### src/source/mem_config.svh
`ifndef MEM_CONFIG_SVH
`define MEM_CONFIG_SVH

// Datapath widths
`define MEM_XLEN        32              // Data and address width
`define MEM_REG_ADDR_W  5               // Register file index width

// Data RAM
`define MEM_RAM_WORDS   256             // Depth in 32-bit words
`define MEM_RAM_BASE    32'h0000_0000   // Byte base address
`define MEM_RAM_WAIT    2               // Extra access cycles per transfer

// GPIO block
`define MEM_GPIO_BASE   32'h1000_0000   // Byte base address
`define MEM_GPIO_SPAN   16              // Window size in bytes
`define MEM_GPIO_W      8               // Port width

`endif

### src/source/mem_pkg.sv
`include "mem_config.svh"

package mem_pkg;

    typedef enum logic [1:0]
    {
        op_none,
        op_load,
        op_store
    } mem_op_e;

    typedef enum logic [1:0]
    {
        st_idle,
        st_setup,                               // psel high, penable low
        st_access                               // psel and penable high until pready
    } apb_state_e;

    typedef struct packed
    {
        mem_op_e                     op;
        logic [`MEM_XLEN-1:0]        alu_result;    // Also the memory address
        logic [`MEM_XLEN-1:0]        store_data;
        logic                        mem_to_reg;
        logic                        reg_write;
        logic [`MEM_REG_ADDR_W-1:0]  reg_dest;
        logic                        reg_data_src;
        logic                        pc_src;
        logic [`MEM_XLEN-1:0]        branch_target;
        logic                        valid;
    } ex_mem_t;

    typedef struct packed
    {
        logic                        valid;
        logic [`MEM_XLEN-1:0]        alu_result;
        logic [`MEM_XLEN-1:0]        load_data;     // Zero unless a load
        logic                        mem_to_reg;
        logic                        reg_write;
        logic [`MEM_REG_ADDR_W-1:0]  reg_dest;
        logic                        reg_data_src;
        logic                        pc_src;
        logic [`MEM_XLEN-1:0]        branch_target;
        logic                        fault;         // Bus error on this access
    } mem_wb_t;

    typedef struct packed
    {
        logic                        psel;
        logic                        penable;
        logic                        pwrite;
        logic [`MEM_XLEN-1:0]        paddr;
        logic [`MEM_XLEN-1:0]        pwdata;
    } apb_req_t;

    typedef struct packed
    {
        logic [`MEM_XLEN-1:0]        prdata;
        logic                        pready;
        logic                        pslverr;
    } apb_rsp_t;

endpackage

### src/source/apb_interconnect.sv
`timescale 1ns/1ns
`include "mem_config.svh"

module apb_interconnect (
    input  mem_pkg::apb_req_t apb_req,
    output mem_pkg::apb_rsp_t apb_rsp,
    output logic              ram_sel,
    output logic              gpio_sel,
    input  mem_pkg::apb_rsp_t ram_rsp,
    input  mem_pkg::apb_rsp_t gpio_rsp
);
    import mem_pkg::*;

    localparam logic [`MEM_XLEN-1:0] RAM_BYTES = `MEM_RAM_WORDS * 4;

    logic [`MEM_XLEN-1:0] ram_off;
    logic [`MEM_XLEN-1:0] gpio_off;
    logic                 ram_hit;
    logic                 gpio_hit;

    // Offsets wrap below the base, so one compare covers both bounds
    assign ram_off  = apb_req.paddr - `MEM_RAM_BASE;
    assign gpio_off = apb_req.paddr - `MEM_GPIO_BASE;
    assign ram_hit  = (ram_off < RAM_BYTES);
    assign gpio_hit = (gpio_off < `MEM_GPIO_SPAN);

    assign ram_sel  = apb_req.psel && ram_hit;
    assign gpio_sel = apb_req.psel && gpio_hit;

    always_comb
    begin
        if (ram_hit)
        begin
            apb_rsp = ram_rsp;
        end
        else if (gpio_hit)
        begin
            apb_rsp = gpio_rsp;
        end
        else
        begin
            // Unmapped address answers at once with an error and no data
            apb_rsp.prdata  = '0;
            apb_rsp.pready  = 1'b1;
            apb_rsp.pslverr = apb_req.psel && apb_req.penable;
        end
    end

    // Guards the address map against overlapping windows
    always_comb
    begin
        assert #0 ($onehot0({ram_sel, gpio_sel}));
    end

endmodule

### config.mk
export PLATFORM = sky130hd
export DESIGN_NAME = apb_interconnect
export DESIGN_NICKNAME = d
export VERILOG_FILES = /design/src/source/mem_pkg.sv /design/src/source/apb_interconnect.sv
export VERILOG_INCLUDE_DIRS = /design/src /design/src/source
export SDC_FILE = /design/constraint.sdc
export NUM_CORES = 1
export LEC_CHECK = 0
export BUFFER_PORTS_ARGS = -buffer_cell sky130_fd_sc_hd__buf_2
export CAP_MARGIN = 20
export CORE_AREA = 2 2 66 68
export DETAILED_ROUTE_END_ITERATION = 8
export DIE_AREA = 0 0 68 70
export PLACE_DENSITY = 0.74
export SYNTH_ARGS = -nofsm -noshare
export SYNTH_HDL_FRONTEND = slang
export SYNTH_SLANG_ARGS = --single-unit
### constraint.sdc
create_clock -name vclk -period 1.5
set_clock_uncertainty 0.05 [all_clocks]
set_input_delay 0.15 -clock vclk [all_inputs]
set_output_delay 0.15 -clock vclk [all_outputs]
set_load 0.05 [all_outputs]
# Word level (Yosys, flattened, before mapping)
# Cells that the tools add are included.
# Widths: inputs -> output; s select.
dict set report word_totals {
  input_bits 135
  wordCells 8
  out_inout_bits 36
  regBits 0
}
dict set report op_classes {
  n_addsub 1
  magnitude_cmp 2
  mux 2
  n_reduce_logical 3
}
# op count
set op_table {}
lappend op_table {{$mux 34} 2}
lappend op_table {{$lt 32x11->1 const B} 1}
lappend op_table {{$lt 32x5->1 const B} 1}
lappend op_table {{$sub 32x29->32 const B} 1}
lappend op_table {{$logic_and 1x1->1} 3}

# Longest topological paths before layout
# Gate-level depths: netlist of run 1.
dict set report depth {
  depth_word 4
  mapped_depth 6
  mapped_depth_nobuf 4
}

# Worst setup path after synthesis of run 1
# OpenSTA, ideal clock, no wires.
dict set report synth_path {
  path_kind {input to output}
  from {input apb_req[51] (netlist name)}
  to {output apb_rsp[0] (netlist name)}
  stages 4
  n_path_buf 0
  required_time_ns 1.300
  setup_slack_ns -0.711
  t_arrival_ns 2.011
  cell_sequence {nor4_2 > and4_4 > nand2_2 > o311ai_1}
}
# item line_no
set synth_lines {}
lappend synth_lines {{from (decl)} apb_interconnect.sv:5} ;# input mem_pkg::apb_req_t apb_req,
lappend synth_lines {{to (decl)} apb_interconnect.sv:6} ;# output mem_pkg::apb_rsp_t apb_rsp,

==> flow_summary.yaml, run 1 <==
status:
  status: "finished with violations"
  violations: "setup timing"
worst_setup_path:
  critPathKind: "input port to primary output"
  critPathTopFamily: "buffers and inverters"
  crit_buf_inv: 3
  crit_chain: "buf_6 -> nor4_4 -> buf_4 -> nand4_1 -> o32a_4 -> o311ai_4 -> buf_6"
  cp.arrival_ns: 1.41
  cpMaxStageDelayCell: "o32a_4"
  crit_top_cell: "buf_6"
  critPathMaxStageDelay_ns: 0.35
  critPathLaunchType: "input port"
  end_kind: "primary output"
  required_ns: 1.30
  path_max_fanout: 2
logic_synthesis:
  synth.distinct_cells: 26
  synth_area_leaders: "a21oi_2 26%, and2b_1 19%, nor2_2 19%"
  yosysSeqAreaShare: 0
  yosys_warnings: 0
  synth_adder_area_share: 0
  synth_area_leader_cell: "a21oi_2"
  synth-compound-area-share: 0.306
  netlist_area_um2: 992
  synth_nets: 269
  syn_inst: 134
  synth_xor_area_frac: 0
  synth_top_family_by_area: "simple AND/OR/NAND/NOR gates"
  synth_top_area_share: 0.265
  syn_area_per_cell_um2: 7.40
  synth-simple-area-share: 0.579
  synthMuxAreaShare: 0
  synth_common_cells: "30 x a21oi_2, 30 x nor2_2, 25 x and2b_1, 7 x nor2b_1, 6 x nor2_1"
floorplanning:
  start_util: 0.239
  io_pins: 171
  core_area_mm2: 0.00414
  dieHeight_um: 70
  dieArea_mm2: 0.00476
  die_w_um: 68
  num_rows: 24
sta:
  min_period_ns: 1.61
  maxSlewViolCount: 0
  fin_crit_sh: 1.07
  tightest_slew_ns: 0.244
  setup_slack_ns: -0.111
  grt_setup_unrepaired: "yes"
  setup_viol: 35
  slew_headroom: 0.837
  finalHoldViolCount: 0
  max_freq_ghz: 0.621
cells_and_area:
  num-clock-buffers: 0
  utilization: 0.614
  seq_cell_count: 0
  drive_gt1_frac: 0.839
  nNetsFinal: 410
  syn2layout_area_growth_pct: 156
  num_antenna_cells: 0
  fillers: 340
  register_area_um2: 0
routing:
  num_vias: 1490
  dr.pass1.iters: 3
  post_drt_wl_per_cell_um: 13.5
  drc: 0
  detail_route.iter0.violations: 9
  avgViaCountPerCell: 4.58
  wl_um: 4400
  ant_nets: 0
flow_run:
  cap_violations: 0
global_routing:
  grt_max_degree: 28
  grt_antenna_before_repair: 1
  first_global_vias: 1391
  grt_first_pass_wirelength_um: 6070
  grtUsageTotal: 0.158
  grt_overflow: 0
placement:
  portBuffers: 134
  gp_congestion: 0.703
  dp_hpwl_um: 2840
  pre_cts_slack_ns: -0.254
worst_hold_path:
  hold_path_class: "input port to primary output"
pwr:
  ir_worst_vdd_mv: 0.108
  leakage_nw: 1.09
  total_power_mw: 0.337
  p_per_area_mw_per_mm2: 133
clock_tree:
  cts_hold_buf: 0
[layout by cell type (no fill, tap or decap), drive strengths merged]
cell type,n
buf,148
nor2,36
a21oi,32
and2b,25
nor2b,7
nor4,5
nand3,3
nand2,3
nand4,2
clkbuf,2
and2,2
nor3,1
and4,1
and3,1
o22ai,1
inv,1
o21ai,1
o32a,1
o311ai,1
[tightest hold or removal path, stage by stage]
cell    delay, ns
buf_2        0.15
nor2_2       0.06
buf_6        0.14
[cell type report]
| cell class | count | area, um2 | area share |
|---|---|---|---|
| inverters | 1 | 3.75 | 0.00147 |
| multi-input cells | 122 | 1190 | 0.466 |
| well taps | 52 | 65.1 | 0.0256 |
| repair buffers | 150 | 1290 | 0.507 |
[routing by layer]
layer | GRT usage | vias up | part of all wire
met5 | 0 | - | 0.0036
met4 | 0.00889 | 2 | 0
met3 | 0.0161 | 2 | 0.084
met2 | 0.315 | 77 | 0.58
met1 | 0.179 | 673 | 0.33
li1 | - | 736 | -
[repair_timing]
action                                  in CTS  in global routing
setup buffers                                1                  1
cloned                                       2                  2
endpoints found under the setup margin      35                 36
resized for setup                           96                 66
pin swaps                                   12                 30
[stage by stage]
step / instance area, um2 / hold WS (ns) / instances / setup TNS [ns]
6_report: 2540 / 0.602 / 325 / -2.72
5_1_grt: 2540 / 0.626 / 325 / -5.40
4_1_cts: 2190 / 0.601 / 322 / -2.78
3_5_place_dp: 1770 / 0.644 / 319 / -8.18
3_3_place_gp: 1770 / 0.648 / 319 / -6.57
2_1_floorplan: 1010 / 0.480 / 134 / -4.76
[power by group]
part | total [mW] | internal, mW | switching, mW | leakage, nW
Combinational | 0.337 | 0.180 | 0.157 | 1.09
Sequential | 0 | 0 | 0 | 0
Clock | 0 | 0 | 0 | 0
Total | 0.337 | 0.180 | 0.157 | 1.09
[logic make-up (layout without fill, tap and decap cells)]
logic type             Yosys count  after routing
AND/OR/NAND/NOR                 86             86
AO/OA/AOI/OAI                   36             36
buffers and inverters           12            151
[worst paths after layout]
check,cells past startpoint,endpoint,slack [ns],start
setup / recovery,7,apb_rsp[0],-0.11,apb_req[42]
hold / removal,3,ram_sel,0.60,apb_req[60]
Note: power is estimated with default switching activity, not from simulation.
==> run 2, diff against run 1 <==
==> constraint.sdc (replaced) <==
create_clock -name vclk -period 1.5
set_clock_uncertainty 0.05 [all_clocks]
set_input_delay 0.15 -clock vclk [all_inputs]
set_output_delay 0.15 -clock vclk [all_outputs]
set_load 0.02 [all_outputs]
==> flow_summary.yaml, run 2 (synthesized netlist as in run 1, its figures left out) <==
status:
  status: "finished with violations"
  violations: "setup timing"
sta:
  setup_viol: 33
  slew_headroom: 0.843
  maxSlewViolCount: 0
  setup-tns-final_ns: -1.50
  fin_crit_sh: 1.06
  max_freq_ghz: 0.631
  finalHoldViolCount: 0
  setup_slack_ns: -0.0857
  holdWs_ns: 0.574
  tightest_slew_ns: 0.233
  min_period_ns: 1.59
  grt_setup_unrepaired: "yes"
worst_setup_path:
  required_ns: 1.30
  crit_top_cell: "buf_6"
  cp.arrival_ns: 1.39
  crit_chain: "buf_6 -> nor4_4 -> buf_4 -> nand4_1 -> o32a_4 -> o311ai_4 -> buf_6"
  critPathMaxStageDelay_ns: 0.38
  end_kind: "primary output"
  critPathLaunchType: "input port"
  cpMaxStageDelayCell: "o32a_4"
  critPathKind: "input port to primary output"
  path_max_fanout: 2
routing:
  dr.pass1.iters: 3
  drc: 0
  detail_route.iter0.violations: 18
  num_vias: 1521
  post_drt_wl_per_cell_um: 13.9
  wl_um: 4530
  avgViaCountPerCell: 4.67
  ant_nets: 0
cells_and_area:
  fin_area_mm2: 0.00255
  syn2layout_area_growth_pct: 157
  seq_cell_count: 0
  nNetsFinal: 411
  num-clock-buffers: 0
  register_area_um2: 0
  drive_gt1_frac: 0.839
  utilization: 0.615
  layout_common_cells: "91 x buf_2, 43 x buf_6, 32 x nor2_4"
  layout_commonest_cell: "buf_2"
  num_antenna_cells: 0
global_routing:
  grt_first_pass_wirelength_um: 5950
  grt_overflow: 0
  grt_max_degree: 25
  first_global_vias: 1386
  grt_antenna_before_repair: 0
  grtUsageTotal: 0.153
floorplanning:
  die_w_um: 68
  num_rows: 24
  start_util: 0.239
  dieHeight_um: 70
  io_pins: 171
  core_area_mm2: 0.00414
  dieArea_mm2: 0.00476
clock_tree:
  cts_hold_buf: 0
worst_hold_path:
  hold_path_class: "input port to primary output"
  min_path_cells: 4
  min-delay-start: "gpio_rsp[16]"
  min_to: "apb_rsp[16]"
placement:
  portBuffers: 134
  dp_hpwl_um: 2910
  gp_congestion: 0.674
  place_area_mm2: 0.00175
pwr:
  ir_worst_vdd_mv: 0.105
  leakage_nw: 1.09
  p_per_area_mw_per_mm2: 139
flow_run:
  cap_violations: 0
[run 2: final cells by class]
class              instances  area [um2]
inverters                  1        3.75
fillers                  339        1600
repair buffers           151        1220
multi-input cells        122        1250
well taps                 52        65.1
[run 2: power by group]
group | total (mW) | switching, mW | internal, mW | leakage (nW)
Clock | 0 | 0 | 0 | 0
Combinational | 0.353 | 0.164 | 0.189 | 1.09
Sequential | 0 | 0 | 0 | 0
[run 2: what timing repair did]
item,in CTS,in global routing
hold endpoints to repair,0,0
pin swaps,6,51
buffers inserted,0,1
setup endpoints to repair,35,35
resized for setup,64,80
gates cloned,1,5
[run 2: how the worst max path moves through the flow]
stage	end	from
2_1_floorplan	apb_rsp[10]	apb_req[51]
3_3_place_gp	apb_rsp[0]	apb_req[39]
3_5_place_dp	apb_rsp[5]	apb_req[51]
4_1_cts	apb_rsp[0]	apb_req[39]
5_1_grt	apb_rsp[0]	apb_req[38]
6_report	apb_rsp[0]	apb_req[38]
[run 2: stage by stage]
| stage | cells | setup WS (ns) | total power [mW] |
|---|---|---|---|
| 6_report | 326 | -0.0857 | 0.353 |
| 5_1_grt | 326 | -0.152 | 0.381 |
| 4_1_cts | 320 | -0.0608 | 0.295 |
| 3_5_place_dp | 319 | -0.160 | 0.267 |
| 3_3_place_gp | 319 | -0.144 | 0.259 |
| 2_1_floorplan | 134 | 0.106 | 0.116 |
[run 2: worst max-delay path, delay by kind of cell]
kind / cells / cell delay (ns)
AOI/OAI and AO/OA: 2 / 0.45
buffers and inverters: 3 / 0.42
and+or+nand+nor: 2 / 0.38
[run 2: per-layer routing]
layer | vias up | track usage | share of wire
li1 | 740 | - | -
met1 | 691 | 0.168 | 0.33
met2 | 88 | 0.313 | 0.58
met3 | 2 | 0.0145 | 0.095
met4 | 0 | 0.00667 | 0.0040
met5 | - | 0 | 0
