File: src/source/mem_config.svh
`ifndef MEM_CONFIG_SVH
`define MEM_CONFIG_SVH

// Datapath widths
`define MEM_XLEN        32              // Data and address width
`define MEM_REG_ADDR_W  5               // Register file index width

// Data RAM
`define MEM_RAM_WORDS   256             // Depth in 32-bit words
`define MEM_RAM_BASE    32'h0000_0000   // Byte base address
`define MEM_RAM_WAIT    2               // Extra access cycles per transfer

// GPIO block
`define MEM_GPIO_BASE   32'h1000_0000   // Byte base address
`define MEM_GPIO_SPAN   16              // Window size in bytes
`define MEM_GPIO_W      8               // Port width

`endif

File: src/source/mem_pkg.sv
`include "mem_config.svh"

package mem_pkg;

    typedef enum logic [1:0]
    {
        op_none,
        op_load,
        op_store
    } mem_op_e;

    typedef enum logic [1:0]
    {
        st_idle,
        st_setup,                               // psel high, penable low
        st_access                               // psel and penable high until pready
    } apb_state_e;

    typedef struct packed
    {
        mem_op_e                     op;
        logic [`MEM_XLEN-1:0]        alu_result;    // Also the memory address
        logic [`MEM_XLEN-1:0]        store_data;
        logic                        mem_to_reg;
        logic                        reg_write;
        logic [`MEM_REG_ADDR_W-1:0]  reg_dest;
        logic                        reg_data_src;
        logic                        pc_src;
        logic [`MEM_XLEN-1:0]        branch_target;
        logic                        valid;
    } ex_mem_t;

    typedef struct packed
    {
        logic                        valid;
        logic [`MEM_XLEN-1:0]        alu_result;
        logic [`MEM_XLEN-1:0]        load_data;     // Zero unless a load
        logic                        mem_to_reg;
        logic                        reg_write;
        logic [`MEM_REG_ADDR_W-1:0]  reg_dest;
        logic                        reg_data_src;
        logic                        pc_src;
        logic [`MEM_XLEN-1:0]        branch_target;
        logic                        fault;         // Bus error on this access
    } mem_wb_t;

    typedef struct packed
    {
        logic                        psel;
        logic                        penable;
        logic                        pwrite;
        logic [`MEM_XLEN-1:0]        paddr;
        logic [`MEM_XLEN-1:0]        pwdata;
    } apb_req_t;

    typedef struct packed
    {
        logic [`MEM_XLEN-1:0]        prdata;
        logic                        pready;
        logic                        pslverr;
    } apb_rsp_t;

endpackage

File: src/source/mem_stage.sv
`timescale 1ns/1ns
`include "mem_config.svh"

module mem_stage (
    input  logic              clk,
    input  logic              rst,
    input  mem_pkg::ex_mem_t  ex_in,
    output logic              stall,
    output mem_pkg::apb_req_t apb_req,
    input  mem_pkg::apb_rsp_t apb_rsp,
    output mem_pkg::mem_wb_t  wb_out
);
    import mem_pkg::*;

    ex_mem_t    ex_q;           // Held copy of the captured instruction
    apb_state_e state;
    logic       capture;
    logic       is_mem_op;
    logic       done;

    // Build the writeback struct from an execute struct and bus result
    function automatic mem_wb_t make_wb(
        input ex_mem_t              ex,
        input logic [`MEM_XLEN-1:0] rdata,
        input logic                 err
    );
        mem_wb_t wb;
        wb.valid         = 1'b1;
        wb.alu_result    = ex.alu_result;
        wb.load_data     = rdata;
        wb.mem_to_reg    = ex.mem_to_reg;
        wb.reg_write     = ex.reg_write;
        wb.reg_dest      = ex.reg_dest;
        wb.reg_data_src  = ex.reg_data_src;
        wb.pc_src        = ex.pc_src;
        wb.branch_target = ex.branch_target;
        wb.fault         = err;
        return wb;
    endfunction

    assign capture   = ex_in.valid && !stall;                 // Input ignored while stalled
    assign is_mem_op = (ex_in.op == op_load) || (ex_in.op == op_store);
    assign done      = (state == st_access) && apb_rsp.pready;

    always_ff @(posedge clk or posedge rst)
    begin
        if (rst)
        begin
            ex_q <= '0;
        end
        else if (capture)
        begin
            ex_q <= ex_in;
        end
    end

    // Requester FSM; idle with stall high means a request is waiting to start
    always_ff @(posedge clk or posedge rst)
    begin
        if (rst)
        begin
            state <= st_idle;
            stall <= 1'b0;
        end
        else
        begin
            case (state)
                st_idle:
                begin
                    if (capture && is_mem_op)
                        stall <= 1'b1;
                    else if (stall)
                        state <= st_setup;
                end
                st_setup:
                begin
                    state <= st_access;
                end
                st_access:
                begin
                    if (apb_rsp.pready)
                    begin
                        state <= st_idle;
                        stall <= 1'b0;                        // Falls with wb_out.valid
                    end
                end
                default:
                begin
                    state <= st_idle;
                end
            endcase
        end
    end

    // Address and write data come straight from the held struct
    always_comb
    begin
        apb_req.psel    = (state == st_setup) || (state == st_access);
        apb_req.penable = (state == st_access);
        apb_req.pwrite  = (ex_q.op == op_store);
        apb_req.paddr   = ex_q.alu_result;
        apb_req.pwdata  = ex_q.store_data;
    end

    always_ff @(posedge clk or posedge rst)
    begin
        if (rst)
        begin
            wb_out <= '0;
        end
        else if (capture && !is_mem_op)
        begin
            wb_out <= make_wb(ex_in, '0, 1'b0);               // Pass-through in one cycle
        end
        else if (done)
        begin
            wb_out <= make_wb(ex_q,
                              (ex_q.op == op_load) ? apb_rsp.prdata : '0,
                              apb_rsp.pslverr);
        end
        else
        begin
            wb_out.valid <= 1'b0;
        end
    end

    // A transfer always opens with a setup cycle
    assert property (@(posedge clk) disable iff (rst)
        $rose(apb_req.penable) |-> apb_req.psel && $past(apb_req.psel));

    // Request fields stay put until the completer answers
    assert property (@(posedge clk) disable iff (rst)
        (apb_req.psel && !(apb_req.penable && apb_rsp.pready))
            |=> $stable(apb_req.paddr) && $stable(apb_req.pwdata));

endmodule

File: config.mk
export PLATFORM = sky130hd
export DESIGN_NAME = mem_stage
export DESIGN_NICKNAME = d
export VERILOG_FILES = /design/src/source/mem_pkg.sv /design/src/source/mem_stage.sv
export VERILOG_INCLUDE_DIRS = /design/src /design/src/source
export SDC_FILE = /design/constraint.sdc
export NUM_CORES = 1
export LEC_CHECK = 0
export BUFFER_PORTS_ARGS = -buffer_cell sky130_fd_sc_hd__buf_2
export CELL_PAD_IN_SITES_DETAIL_PLACEMENT = 1
export CELL_PAD_IN_SITES_GLOBAL_PLACEMENT = 1
export CORE_MARGIN = 10
export CORE_UTILIZATION = 39
export CTS_BUF_LIST = sky130_fd_sc_hd__clkbuf_8
export DETAILED_ROUTE_END_ITERATION = 8
export GPL_TIMING_DRIVEN = 1
export PLACE_DENSITY = 0.93
export SLEW_MARGIN = 40
export SYNTH_ARGS = -nofsm -noshare
export SYNTH_HDL_FRONTEND = slang
export SYNTH_SLANG_ARGS = --single-unit
File: constraint.sdc
create_clock -name clk -period 8.5 [get_ports clk]
set_input_delay 0.85 -clock clk [delete_from_list [all_inputs] [get_ports clk]]
set_output_delay 0.85 -clock clk [all_outputs]
set_load 0.02 [all_outputs]
# After elaboration in Yosys (flattened, before gate mapping)
# Cells that the tools add are included.
# W data, S select, Z words.
# totals
output_inout_bits	175
inputBits	144
register_bits	217
wordCells	55
# op_classes
n_mux	11
reduce_logical	13
eq_ne	10
# ops
cell	n
$mux W107	1
$mux W106	1
$mux W32	1
$eq A2 B1 Y1 const B	3
$eq A2 B2 Y1 const B	3
$mux W2	3
$ne A2 B2 Y1 const B	3
$pmux W2 S3	1
$reduce_and A3 Y1	2
$logic_and A1 B1 Y1	4
$reduce_bool A2 Y1	2
$mux W1	3
$logic_not A1 Y1	2
$logic_not A2 Y1	1
$logic_or A1 B1 Y1	2
$ne A2 B1 Y1 const B	1
$pmux W1 S2	1

# Depth between registers and ports, before layout
# depth
ltp_word	5
depth_mapped	7
mapped_depth_nobuf	5

# Least setup slack after synthesis
# No wires, ideal clock.
# synth_timing
kind	input to register
from	input apb_rsp[1] (netlist bit)
to	register wb_out[81] (netlist bit)
n_path_buf	1
path_slack_ns	6.379
setup_ns	0.125
t_arrival_ns	1.996
cell_stages	4
required_time_ns	8.375
cell_sequence	nand2_1 > clkbuf_1 > mux2_2 > mux2_4
# synth_between
elab_chain_len	2
# synth_rtl
element	line_no	text
start: declaration	mem_stage.sv:10	input mem_pkg::apb_rsp_t apb_rsp,
$logic_and A1 B1 Y1	mem_stage.sv:43	assign done = (state == st_access) && apb_rsp.pready;
$reduce_bool A2 Y1 (no source line)	n/a	
end signal: assignment	mem_stage.sv:113	wb_out <= make_wb(ex_in, '0, 1'b0);
end signal: assignment	mem_stage.sv:117	wb_out <= make_wb(ex_q,
end: declaration	mem_stage.sv:11	output mem_pkg::mem_wb_t wb_out
# Every way passes these cells.
# A chain may end at the register's enable or synchronous reset.

# Worst setup path in the final report
# layout_timing
from	register state[0]
to	register wb_out[76] (netlist bit)
# layout_between
elab_chain_len	3
# layout_rtl
element	line_no	text
start: declaration	mem_stage.sv:16	apb_state_e state;
start signal: assignment	mem_stage.sv:62	state <= st_idle;
start signal: assignment	mem_stage.sv:73	state <= st_setup;
start signal: assignment	mem_stage.sv:77	state <= st_access;
$eq A2 B2 Y1	mem_stage.sv:43	
$logic_and A1 B1 Y1	mem_stage.sv:43	
$reduce_bool A2 Y1 (no source line)	n/a	
# Every way passes these cells.

==> key figures <==
Logic synthesis
  • Dominant synthesized flop cell: dfrtp_1
  • Synth top area cells: dfrtp_1 (57%), nand2_1 (13%), buf_4 (5.2%), mux2_2 (5.2%), mux2i_1 (4.4%)
  • Post-synth top area share: a little under three fifths
  • Yosys synthesis warning count: 0
  • Post-synth EDFFs: 0
  • Asr flop ratio synth: 100.0%
  • Seq cells post-synth: approximately 220
  • Leading area contributor after synthesis: dfrtp_1
  • Mapped Nets: about 1100
  • Avg Cell Area, Syn: 10.18 um^2
  • Sequential element share of the synthesized area: between 50% and 60%
  • Netlist Area Pre-Place: ~0.0096 mm^2
  • Synth Instances: between 900 and 1000
  • Netlist cell types: 25

Die
  • Starting Density: 39.45%
  • Die footprint: between 0.03 and 0.04 mm^2
  • Boundary pin count: 319
  • Chip height: around 180 um
  • Rows: 57
  • Core area: 0.02425 mm^2
  • Die X: between 150 and 200 um

Placed design
  • Gp weighted congestion: 0.9028
  • DP HPWL: 21600 um
  • Port bufs: between 300 and 400

GRT
  • Initial antenna violation count: 3
  • First-pass GRT wire length: around 48000 um
  • GRT Total Usage: between 10% and 20%
  • Largest net degree at the start of global routing: 89
  • GRT overflow: 0
  • Vias in the first global route: between 8000 and 9000

Final layout
  • Commonest non-fill, non-tap cells in the layout: nand2_1 (323), buf_2 (318), dfrtp_1 (217), clkbuf_8 (47)
  • Fraction of layout cells with a size suffix above 1: a little under two fifths
  • Area grow syn2layout: 21.76%
  • Filler cells: 2819
  • Nets: between 1000 and 1500
  • Commonest non-fill, non-tap cell in the layout: nand2_1

STA
  • Max-slew violation total from the final report: 0
  • Fin Setup TNS: 0 ns
  • Min cycle time layout: a little under 3 ns
  • Final period util: 34.93%
  • Final Skew: between 0.015 and 0.02 ns
  • Peak Freq: 336.8 MHz
  • Final setup viols: 0
  • RSZ-0062 raised after global routing: false
  • Slew HR: around 46%
  • Final hold violation count: 0
  • Slew at the pin closest to its max-slew limit: between 0.8 and 0.9 ns
  • Worst hold margin: about 0.44 ns

Detailed routing
  • DR DRC count: 0
  • Routed via count: 7625
  • Final WL: around 31000 um
  • Via density: 4.974
  • Initial DRT Pass Iterations: 5
  • DR iter-0 viols: 312
  • WL/cell: roughly 20 um
  • Antenna-violating nets left: 0

Clock network
  • CTS Hold Bufs: 0
  • CTS root buf: clkbuf_8
  • Post-CTS setup buffer count: 0
  • Clock Sinks: ~220
  • Later-pin clock latency in the skew report: approximately 0.51 ns
  • CTS tree: yes
  • Clk buf depth: 3
  • Clk pin slew, worst setup/hold paths: 0.06 ns
  • Post-cts sizing count: 0
  • TritonCTS buffer count: 39
  • H-tree levels: 2

Power and ir drop
  • Max IR drop VDD: 0.1738 mV
  • Internal Power: roughly 2.7 mW
  • Lkg Pwr: between 6 and 7 nW
  • Sequential power share: 38.2%
  • Clock power frac: approximately a fifth
  • Switching power total: between 1.5 and 2 mW
  • Sw Share: roughly two fifths
  • Power share of the combinational group: 42.3%
  • PwrDens: 402.9 mW/mm^2

Critical path
  • Worst r2r src: state[0]
  • CP max FO: 60
  • Crit. End Element: flop
  • R2r worst-path depth: 6
  • CP Class: flop to flop
  • Crit path launch type: flop
  • CP peak stage delay: roughly 0.73 ns
  • Worst reg2reg setup slack: about 5.5 ns
  • Critical path required time: approximately 8.9 ns
  • CP arrival: 3.35 ns
  • Reg-to-reg critical path endpoint: wb_out[76]
  • Most common cell on crit path: mux2_2
  • CP max-delay cell: buf_4
  • Cell-by-cell trace of the critical path: inv_1 -> ha_1 -> nand2_4 -> buf_4 -> mux2_2 -> mux2_2

Flow run
  • Max-cap violations: 0

Worst hold path
  • Hold WC Path Type: input port to async pin

Run status
  • Status: complete, no violations
## logic make-up (layout without fill, tap and decap cells)
group	count (synthesis)	count (layout)	share of synthesized area, %
compound gates	79	79	5.022
xor+xnor	1	1	0.1701
fa+ha+maj	4	4	0.5232
buf+inv	128	395	8.109
flops	217	217	56.76
mux	106	106	12.71
other cells	0	2	0
simple gates	405	405	16.70
## layout make-up
class                           instances  area [um^2]  share of cell area [%]
Antenna cell                            2        5.005                 0.04296
Clock buffer                           47        646.9                   5.553
Clock inverter                         16        66.31                  0.5693
Inverter                                5        26.28                  0.2256
Multi-Input combinational cell        595         3398                   29.17
Sequential cell                       217         5430                   46.62
Tap cell                              324        405.4                   3.480
Timing Repair Buffer                  327         1670                   14.34
## metrics by stage
step / total power, mW / cell area (um^2) / std cells / setup WS [ns] / util, %
2_1_floorplan: 3.253 / 9567 / 940 / 1.714 / -
3_3_place_gp: 3.697 / 10910 / 1468 / 5.189 / 45.01
3_5_place_dp: 3.815 / 10930 / 1468 / 5.289 / 45.06
4_1_cts: 4.767 / 11640 / 1531 / 5.468 / 48.00
5_1_grt: 5.008 / 11650 / 1532 / 5.338 / 48.03
6_report: 4.694 / 11650 / 1533 / 5.531 / 48.04
## layer usage
metal | GRT usage (%) | wire length (um) | vias up
li1 | - | - | 3498
met1 | 19.93 | 11190 | 3782
met2 | 33.74 | 15560 | 292
met3 | 7.958 | 3121 | 51
met4 | 5.534 | 712 | 2
met5 | 0 | 13 | -
## synth_stat cells, types with 7 or more instances
cell,instances
nand2_1,324
a21oi_1,44
nor3_1,42
buf_1,7
clkbuf_1,32
dfrtp_1,217
buf_2,14
mux2i_1,42
mux2_2,44
a22oi_1,32
nor2_1,33
buf_4,66
mux2_4,20
## power by group through the flow
| stage | sequential [mW] | combinational, mW | clock [mW] |
|---|---|---|---|
| global placement | 1.77 | 1.93 | 0 |
| detailed placement | 1.81 | 2.01 | 0 |
| finish | 1.79 | 1.99 | 0.915 |
| floorplan | 2.01 | 1.24 | 0 |
| global route | 1.85 | 2.17 | 0.997 |
| CTS | 1.80 | 2.03 | 0.946 |
## how the worst max path moves through the flow
stage	to	from	slack (ns)
floorplan	apb_req[0]	rst	1.71
global placement	wb_out[97]	ex_in[106]	5.19
global route	wb_out[76]	state[0]	5.34
detailed placement	wb_out[76]	apb_rsp[1]	5.29
CTS	wb_out[76]	state[0]	5.47
finish	wb_out[76]	state[0]	5.53
## sequential cells by signal, summed over array words and instances (netlist names)
| signal | cells |
|---|---|
| state | 2 |
| apb_req | 64 |
| wb_out | 107 |
| stall | 1 |
| ex_q | 43 |
## worst max-delay path: cells and delay by family (launching register included)
| kind | cells | cell delay [ns] |
|---|---|---|
| DFF | 1 | 0.36 |
| and+or+nand+nor | 1 | 0.61 |
| adders and majority gates | 1 | 0.31 |
| muxes | 2 | 0.67 |
| buffers and inverters | 2 | 0.82 |
(Power assumes the default switching activity.)
