## config.mk

```make
export PLATFORM = sky130hd
export DESIGN_NAME = gpio_regs
export DESIGN_NICKNAME = d
export VERILOG_FILES = /design/src/source/mem_pkg.sv /design/src/source/gpio_regs.sv
export VERILOG_INCLUDE_DIRS = /design/src /design/src/source
export SDC_FILE = /design/constraint.sdc
export NUM_CORES = 1
export LEC_CHECK = 0
export BUFFER_PORTS_ARGS = -buffer_cell sky130_fd_sc_hd__buf_2
export CORE_UTILIZATION = 31
export DETAILED_ROUTE_END_ITERATION = 8
export PLACE_DENSITY = 0.75
export SLEW_MARGIN = 30
export SYNTH_ARGS = -nofsm -noshare
export SYNTH_HDL_FRONTEND = slang
export SYNTH_SLANG_ARGS = --single-unit
```

## constraint.sdc

```tcl
create_clock -name clk -period 0.8 [get_ports clk]
set_input_delay 0.08 -clock clk [delete_from_list [all_inputs] [get_ports clk]]
set_output_delay 0.08 -clock clk [all_outputs]
set_load 0.03 [all_outputs]
```

## src/source/mem_config.svh

```systemverilog
`ifndef MEM_CONFIG_SVH
`define MEM_CONFIG_SVH

// Datapath widths
`define MEM_XLEN        32              // Data and address width
`define MEM_REG_ADDR_W  5               // Register file index width

// Data RAM
`define MEM_RAM_WORDS   256             // Depth in 32-bit words
`define MEM_RAM_BASE    32'h0000_0000   // Byte base address
`define MEM_RAM_WAIT    2               // Extra access cycles per transfer

// GPIO block
`define MEM_GPIO_BASE   32'h1000_0000   // Byte base address
`define MEM_GPIO_SPAN   16              // Window size in bytes
`define MEM_GPIO_W      8               // Port width

`endif

```

## src/source/mem_pkg.sv

```systemverilog
`include "mem_config.svh"

package mem_pkg;

    typedef enum logic [1:0]
    {
        op_none,
        op_load,
        op_store
    } mem_op_e;

    typedef enum logic [1:0]
    {
        st_idle,
        st_setup,                               // psel high, penable low
        st_access                               // psel and penable high until pready
    } apb_state_e;

    typedef struct packed
    {
        mem_op_e                     op;
        logic [`MEM_XLEN-1:0]        alu_result;    // Also the memory address
        logic [`MEM_XLEN-1:0]        store_data;
        logic                        mem_to_reg;
        logic                        reg_write;
        logic [`MEM_REG_ADDR_W-1:0]  reg_dest;
        logic                        reg_data_src;
        logic                        pc_src;
        logic [`MEM_XLEN-1:0]        branch_target;
        logic                        valid;
    } ex_mem_t;

    typedef struct packed
    {
        logic                        valid;
        logic [`MEM_XLEN-1:0]        alu_result;
        logic [`MEM_XLEN-1:0]        load_data;     // Zero unless a load
        logic                        mem_to_reg;
        logic                        reg_write;
        logic [`MEM_REG_ADDR_W-1:0]  reg_dest;
        logic                        reg_data_src;
        logic                        pc_src;
        logic [`MEM_XLEN-1:0]        branch_target;
        logic                        fault;         // Bus error on this access
    } mem_wb_t;

    typedef struct packed
    {
        logic                        psel;
        logic                        penable;
        logic                        pwrite;
        logic [`MEM_XLEN-1:0]        paddr;
        logic [`MEM_XLEN-1:0]        pwdata;
    } apb_req_t;

    typedef struct packed
    {
        logic [`MEM_XLEN-1:0]        prdata;
        logic                        pready;
        logic                        pslverr;
    } apb_rsp_t;

endpackage

```

## src/source/gpio_regs.sv

```systemverilog
`timescale 1ns/1ns
`include "mem_config.svh"

module gpio_regs (
    input  logic                   clk,
    input  logic                   rst,
    input  logic                   psel,
    input  mem_pkg::apb_req_t      apb_req,
    output mem_pkg::apb_rsp_t      apb_rsp,
    input  logic [`MEM_GPIO_W-1:0] gpio_in,
    output logic [`MEM_GPIO_W-1:0] gpio_out
);
    import mem_pkg::*;

    logic [`MEM_GPIO_W-1:0] in_meta;     // First synchroniser stage
    logic [`MEM_GPIO_W-1:0] in_sync;
    logic [1:0]             reg_sel;
    logic                   wr_en;

    assign reg_sel = apb_req.paddr[3:2];
    assign wr_en   = psel && apb_req.penable && apb_req.pwrite;

    always_ff @(posedge clk or posedge rst)
    begin
        if (rst)
        begin
            in_meta  <= '0;
            in_sync  <= '0;
            gpio_out <= '0;
        end
        else
        begin
            in_meta <= gpio_in;
            in_sync <= in_meta;
            if (wr_en)
            begin
                case (reg_sel)
                    2'd0:    gpio_out <= apb_req.pwdata[`MEM_GPIO_W-1:0];
                    2'd2:    gpio_out <= gpio_out ^ apb_req.pwdata[`MEM_GPIO_W-1:0];
                    default: gpio_out <= gpio_out;    // Input register is read-only
                endcase
            end
        end
    end

    always_comb
    begin
        apb_rsp.prdata  = '0;
        apb_rsp.pready  = 1'b1;          // No wait states
        apb_rsp.pslverr = 1'b0;
        case (reg_sel)
            2'd0:    apb_rsp.prdata[`MEM_GPIO_W-1:0] = gpio_out;
            2'd1:    apb_rsp.prdata[`MEM_GPIO_W-1:0] = in_sync;
            default: apb_rsp.prdata = '0;            // Toggle and spare read zero
        endcase
    end

endmodule

```

Yosys cells after proc, flatten, opt, wreduce, memory -nomap -nowiden
Index checks and enable logic that the tools add are counted.
- bits in registers: 24
- input bits: 78
- output and inout port bits: 42
- logic and storage cells: 13
- equality and inequality tests: 2
- muxes and demuxes: 2
- bitwise gates (word level): 1
- reductions and logical operators: 5
- operator list (cell ; count):
    8-bit one-hot mux with 2 select lines ; 2
    8-bit bitwise XOR ; 1
    2-bit by 1-bit == test with 1-bit output, second input constant ; 1
    2-bit == test, second input constant ; 1
    1-bit logical AND ; 2
    2-bit zero test ; 1
    2-bit AND reduction ; 1
    2-bit nonzero test ; 1

Longest topological paths before layout
Gate-level depths: netlist of the first run.
- depth after elaboration: 3
- depth in mapped cells: 6
- gate-level depth less buffers: 3

Worst setup path after synthesis of the first run
Ideal clock, no wire load.
- path kind: flip-flop to output port
- from: register gpio_out[4]
- to: output port apb_rsp[6] in the netlist's numbering
- data arrival time: 1.065 ns
- data required time: 0.720 ns
- setup slack: -0.345 ns
- stages on the path, launching flop included: 3
- buffers on the path: 0
- cell sequence: dfrtp_1 mux2i_1 nor2_1
- RTL lines (element ; RTL line ; RTL):
    start, declared ; gpio_regs.sv:11 ; output logic [`MEM_GPIO_W-1:0] gpio_out
    start signal, assigned ; gpio_regs.sv:38 ; 2'd0: gpio_out <= apb_req.pwdata[`MEM_GPIO_W-1:0];
    start signal, assigned ; gpio_regs.sv:39 ; 2'd2: gpio_out <= gpio_out ^ apb_req.pwdata[`MEM_GPIO_W-1:0];
    start signal, assigned ; gpio_regs.sv:40 ; default: gpio_out <= gpio_out;
    end, declared ; gpio_regs.sv:9 ; output mem_pkg::apb_rsp_t apb_rsp,

==> metrics.txt, run 1 <==
CP max stage cell dfrtp_2; vias per inst 4.18; Hold Vio Cnt, Final 0; clock buffer depth 2; post-route ant nets 0; Synth top area share 0.521; pwr dens 2200 mW/mm2; fillers 310; worst setup path start gpio_out[4]$_DFFE_PP0P_; Post-Synthesis Cells 107; CTS tree built; distinct cell type count of the synthesized netlist 14; internal reg-to-reg setup slack -0.27 ns; Final Setup Violations 24; max-cap viol count 0; GRT overflow 0; Tot GR Track Use 0.119; number of port buffers 38; met2 usage 0.216; sequential area share after synthesis 0.521; row cnt 21; crit share post-route 1.41; DR vias 902; drt first pass iters 2; Reg-to-Reg Start gpio_out[7]$_DFFE_PP0P_; Sink Count 24; Layout Area Growth over Synthesis 60.0%; cell count after placement 192; Ys Warns 0; CP required 0.72 ns; grt peak-use layer met2; top post-synthesis cells by area dfrtp_1, buf_4, mux2i_1; CP startpoint kind flop; violated checks setup timing; layout cell share with drive strength beyond 1 0.606; initial antenna violation count 0; min cycle time layout 1.13 ns; critical path class flop to primary output; Hold Path Class input port to flop; clock latency on the worst-skew pair 0.26 ns; H-tree levels 1; outcome finished with violations; wire length per cell 11.1 um; 1st-iter DRT viols 8; average cell area after synthesis 10.8 um2; Initial Util 0.335; Post-Route Hold Slack 0.112 ns; final wirelength 2410 um; Final Instance Count excl. Fillers 216; routability cong. 0.701; RSZ-0062 raised after global routing yes; GR Util met3 0.0347; DP Area 0.00140 mm2; placeable core region 0.00344 mm2; reg2reg end gpio_out[7]$_DFFE_PP0P_; Leak 0.862 nW; synthesized area 0.00115 mm2; most common cell after layout, fill and taps aside buf_6; total CTS buffers 3; Slew Viols, Final 0; drc violations 0; die height 63.0 um; Final HPWL DP 1500 um; CP endpoint apb_rsp[6]; cell taking the most area after synthesis dfrtp_1; clock slew seen by the registers of the worst setup and hold paths 0.08 ns; met1 Usage GRT 0.129; Worst Path Arrival 1.05 ns; Crit path largest cell delay 0.42 ns; die area 0.00397 mm2; post-route cell area 0.00184 mm2; critical-path cell list mux2i_2 > nor2_2 > buf_6; crit end category primary output; Root Driver clkbuf_8; Layout Utilization 0.536; Die Span X 63.0 um; worst r2r path cells 5; Worst VDD drop 1.29 mV; commonest non-fill, non-tap cells in the layout buf_6, conb_1, buf_2; FF+latch count, synth 24; fin nets 250; first-pass GRT wire length 3640 um; Antenna Diode Count 0; peak fanout along the critical path 2; Setup Skew 0.00136 ns; largest net degree at the start of global routing 25; IO Count 120; PnR worst setup slack -0.329 ns; vias in the first global route 815; fmax 0.886 GHz
report_power, final:
part | internal, W | total, W | switching, W
Sequential | 0.00138 | 0.00148 | 0.000101
Combinational | 0.000912 | 0.00189 | 0.000974
Clock | 0.000337 | 0.000702 | 0.000365
sequential cells by signal, indices dropped and copies added (netlist names):
name	cells
gpio_out	8
in_meta	8
in_sync	8
cell type report:
class	count	area [um2]	area share
sequential	24	611	0.331
clock buffer	3	41.3	0.0224
tap	46	57.6	0.0312
multi-input combinational	75	510	0.277
inverter	1	3.75	0.00204
timing repair buffer	67	621	0.336
worst max-delay path, delay by kind of cell (launching register included):
kind                   cells  cell delay, ns
DFF                        1            0.42
muxes                      1            0.17
buffers and inverters      1            0.13
and+or+nand+nor            1            0.05
per-stage QoR:
stage               worst slack, ns  power, W  TNS (ns)
floorplan                    -0.148   0.00239     -1.72
global placement             -0.102   0.00265     -1.30
detailed placement           -0.143   0.00267     -1.60
CTS                          -0.328   0.00386     -4.71
global route                 -0.385   0.00424     -6.44
finish                       -0.329   0.00406     -5.57
what timing repair did:
action / in CTS / in global routing
endpoints found under the setup margin: 22 / 24
buffers inserted: 6 / 6
hold endpoints to repair: 32 / 0
pin swaps: 15 / 6
resized for setup: 55 / 11
hold buffers: 9 / 0
synthesized netlist by cell type, drive strengths merged:
cell type and instances:
buf 29, dfrtp 24, a21oi 16, mux2i 8, nand3 8, nor2 8, o21ai 8, clkbuf 2
conb 2, and4b 1, inv 1
metal layers:
| metal | wire [um] | part of all wire |
|---|---|---|
| met1 | 981 | 0.41 |
| met2 | 1260 | 0.52 |
| met3 | 143 | 0.059 |
| met4 | 23 | 0.0096 |
| met5 | 0 | 0 |
cells by family (layout without fill, tap and decap cells):
kind of cell / after synthesis / after routing / share of synthesized area
flip-flops: 24 / 24 / 0.521
AO/OA/AOI/OAI: 24 / 24 / 0.117
AND/OR/NAND/NOR: 17 / 17 / 0.0695
buffers and inverters: 32 / 71 / 0.216
other: 2 / 26 / 0.00652
multiplexers: 8 / 8 / 0.0695
worst min-delay path by stage:
stage / startpoint / endpoint / cells past startpoint
2_1_floorplan: rst / in_meta[0]$_DFF_PP0_ / 1
3_5_place_dp: rst / in_meta[4]$_DFF_PP0_ / 3
4_1_cts: apb_req[5] / gpio_out[5]$_DFFE_PP0P_ / 3
3_3_place_gp: rst / in_meta[4]$_DFF_PP0_ / 3
5_1_grt: apb_req[7] / gpio_out[7]$_DFFE_PP0P_ / 3
6_report: apb_req[5] / gpio_out[5]$_DFFE_PP0P_ / 3
(Power assumes the default switching activity.)
==> inputs of run 2 (changes only) <==
--- a/config.mk
+++ b/config.mk
@@ -6,10 +6,11 @@
 export SDC_FILE = /design/constraint.sdc
 export NUM_CORES = 1
 export LEC_CHECK = 0
+export ABC_AREA = 1
 export BUFFER_PORTS_ARGS = -buffer_cell sky130_fd_sc_hd__buf_2
-export CORE_UTILIZATION = 31
+export CORE_UTILIZATION = 32
 export DETAILED_ROUTE_END_ITERATION = 8
-export PLACE_DENSITY = 0.75
+export PLACE_DENSITY = 0.76
 export SLEW_MARGIN = 30
 export SYNTH_ARGS = -nofsm -noshare
 export SYNTH_HDL_FRONTEND = slang
==> metrics.txt, run 2 <==
Final HPWL DP 1880 um (was 1500 um); number of port buffers 38 (unchanged); clock slew seen by the registers of the worst setup and hold paths 0.09 ns (was 0.08 ns); Hold Vio Cnt, Final 0 (unchanged); min cycle time layout 1.06 ns (was 1.13 ns); internal reg-to-reg setup slack -0.10 ns (was -0.27 ns); worst hold start apb_req[3] (was apb_req[5]); top flop regs gpio_out (8), in_meta (8), in_sync (8) (unchanged); Reg-to-Reg Start gpio_out[1]$_DFFE_PP0P_ (was gpio_out[7]$_DFFE_PP0P_); pwr dens 1950 mW/mm2 (was 2200 mW/mm2); total CTS buffers 3 (unchanged); max-cap viol count 0 (unchanged); Antenna Diode Count 0 (unchanged); clock buffer depth 2 (unchanged); CP required 0.72 ns (about the same); fmax 0.946 GHz (was 0.886 GHz); Setup TNS -3.93 ns (was -5.57 ns); Synth Area in Simple Gates 0.193 (was 0.0695); Synth Area in Adders 0 (unchanged); row cnt 21 (unchanged); H-tree levels 1 (unchanged); CP startpoint kind flop (unchanged); Die Span X 63.3 um (was 63.0 um); hold-critical path depth 3 (unchanged); drt first pass iters 4 (was 2); worst setup path start gpio_out[0]$_DFFE_PP0P_ (was gpio_out[4]$_DFFE_PP0P_); 1st-iter DRT viols 62 (was 8); Tot GR Track Use 0.137 (was 0.119); outcome finished with violations (unchanged); largest family of logic cells by synthesized area buffers and inverters (unchanged); synthesized area 0.00120 mm2 (was 0.00115 mm2); final wirelength 2620 um (was 2410 um); most common cell after layout, fill and taps aside conb_1 (was buf_6); RSZ-0062 raised after global routing yes (unchanged); Layout Area Growth over Synthesis 57.9% (was 60.0%); die area 0.00401 mm2 (was 0.00397 mm2); Synth Flop Type dfrtp_1 (unchanged); Post-synth EDFFs 0 (unchanged); drc violations 0 (unchanged); Post-Synthesis Cells 121 (was 107); peak fanout along the critical path 2 (unchanged); DR vias 1000 (was 902); Sink Count 24 (unchanged); count leader, synth buf_4 (unchanged); distinct cell type count of the synthesized netlist 17 (was 14); violated checks setup timing (unchanged); post-route ant nets 0 (unchanged); routability cong. 0.861 (was 0.701); Final Setup Violations 19 (was 24); hold path endpoint gpio_out[3]$_DFFE_PP0P_ (was gpio_out[5]$_DFFE_PP0P_); Ys Warns 0 (unchanged); Post-synth ARST share 1.00 (unchanged); sequential area share after synthesis 0.499 (was 0.521); Commonest cells post-synth buf_4, dfrtp_1, nand3_1 (was buf_4, dfrtp_1, a21oi_1); Synth top area share 0.499 (was 0.521); clock latency on the worst-skew pair 0.27 ns (was 0.26 ns); Initial Util 0.347 (was 0.335); worst r2r path cells 4 (was 5); crit end category primary output (unchanged); commonest non-fill, non-tap cells in the layout conb_1, buf_2, buf_6 (was buf_6, conb_1, buf_2); mux cell area share after synthesis 0 (was 0.0695); largest net degree at the start of global routing 25 (unchanged); fin nets 268 (was 250); layout cell share with drive strength beyond 1 0.550 (was 0.606); critical path class flop to primary output (unchanged); initial antenna violation count 0 (unchanged); GRT overflow 0 (unchanged); crit share post-route 1.32 (was 1.41); xor and xnor area share after synthesis 0 (unchanged); average cell area after synthesis 9.95 um2 (was 10.8 um2); Slew Viols, Final 0 (unchanged); Root Driver clkbuf_8 (unchanged); top post-synthesis cells by area dfrtp_1, buf_4, nand3_1 (was dfrtp_1, buf_4, mux2i_1); post-synthesis compound-gate area fraction 0.0832 (was 0.117); Leak 0.938 nW (was 0.862 nW); IO Count 120 (unchanged); cell taking the most area after synthesis dfrtp_1 (unchanged); CTS tree built (unchanged); vias in the first global route 879 (was 815); die height 63.3 um (was 63.0 um); PnR worst setup slack -0.257 ns (was -0.329 ns); FF+latch count, synth 24 (unchanged); reg2reg end gpio_out[1]$_DFFE_PP0P_ (was gpio_out[7]$_DFFE_PP0P_); first-pass GRT wire length 4180 um (was 3640 um); wire length per cell 11.2 um (was 11.1 um); Worst Path Arrival 0.98 ns (was 1.05 ns); Post-Route Hold Slack 0.0784 ns (was 0.112 ns); Hold Path Class input port to flop (unchanged); vias per inst 4.26 (was 4.18); Worst VDD drop 1.03 mV (was 1.29 mV); Setup Skew 0.00809 ns (was 0.00136 ns); placeable core region 0.00347 mm2 (was 0.00344 mm2)
==> run 2: cell type report <==
type	instances	area, um2
fillers	318	1570
flip-flops and latches	24	611
repair buffers	68	573
multi-input cells	80	563
well taps	46	57.6
inverters	13	51.3
clock buffers	4	45.0
==> run 2: worst max path at each step <==
| stage | cells after the start | slack, ns | endpoint |
|---|---|---|---|
| 6_report | 3 | -0.26 | apb_rsp[2] |
| 5_1_grt | 3 | -0.29 | apb_rsp[4] |
| 4_1_cts | 3 | -0.26 | apb_rsp[4] |
| 3_5_place_dp | 6 | -0.16 | gpio_out[6]$_DFFE_PP0P_ |
| 3_3_place_gp | 6 | -0.15 | gpio_out[6]$_DFFE_PP0P_ |
| 2_1_floorplan | 3 | -0.05 | gpio_out[4]$_DFFE_PP0P_ |
==> run 2: metal layers <==
layer,vias to the layer above,part of all wire,global-route usage
met5,-,0,0
met4,0,0.0072,0.0341
met3,3,0.098,0.0380
met2,63,0.45,0.207
met1,449,0.45,0.192
li1,485,-,-
==> run 2: through the flow <==
| step | setup slack (ns) | power, W | utilization | instance area [um2] | std cells |
|---|---|---|---|---|---|
| after floorplan | -0.0549 | 0.00231 | - | 1400 | 145 |
| after global placement | -0.154 | 0.00261 | 0.451 | 1560 | 216 |
| after detailed placement | -0.156 | 0.00262 | 0.451 | 1560 | 216 |
| after CTS | -0.259 | 0.00364 | 0.539 | 1870 | 233 |
| after global routing | -0.294 | 0.00389 | 0.548 | 1900 | 235 |
| final | -0.257 | 0.00370 | 0.548 | 1900 | 235 |
==> run 2: what timing repair did <==
action                                  in CTS  in global routing
pin swaps                                    4                  8
setup buffers                                4                  2
endpoints found under the hold margin       32                  0
gates resized for setup                     40                  6
endpoints found under the setup margin      16                 23
hold buffers                                 9                  0
==> run 2: kinds of logic after synthesis <==
| family | after synthesis |
|---|---|
| buffers and inverters | 41 |
| and+or+nand+nor | 38 |
| DFF | 24 |
| AOI/OAI and AO/OA | 16 |
| other | 2 |
==> run 2: critical path: stages, from the launching register on <==
cell and delay (ns):
dfrtp_2 0.38, inv_2 0.05, o21ai_4 0.13, buf_6 0.15
==> run 2: where the power goes <==
| group | leakage, nW | switching, W | internal, W |
|---|---|---|---|
| logic | 0.638 | 0.000862 | 0.000664 |
| registers | 0.277 | 0.0000818 | 0.00135 |
| clock network | 0.0228 | 0.000383 | 0.000356 |
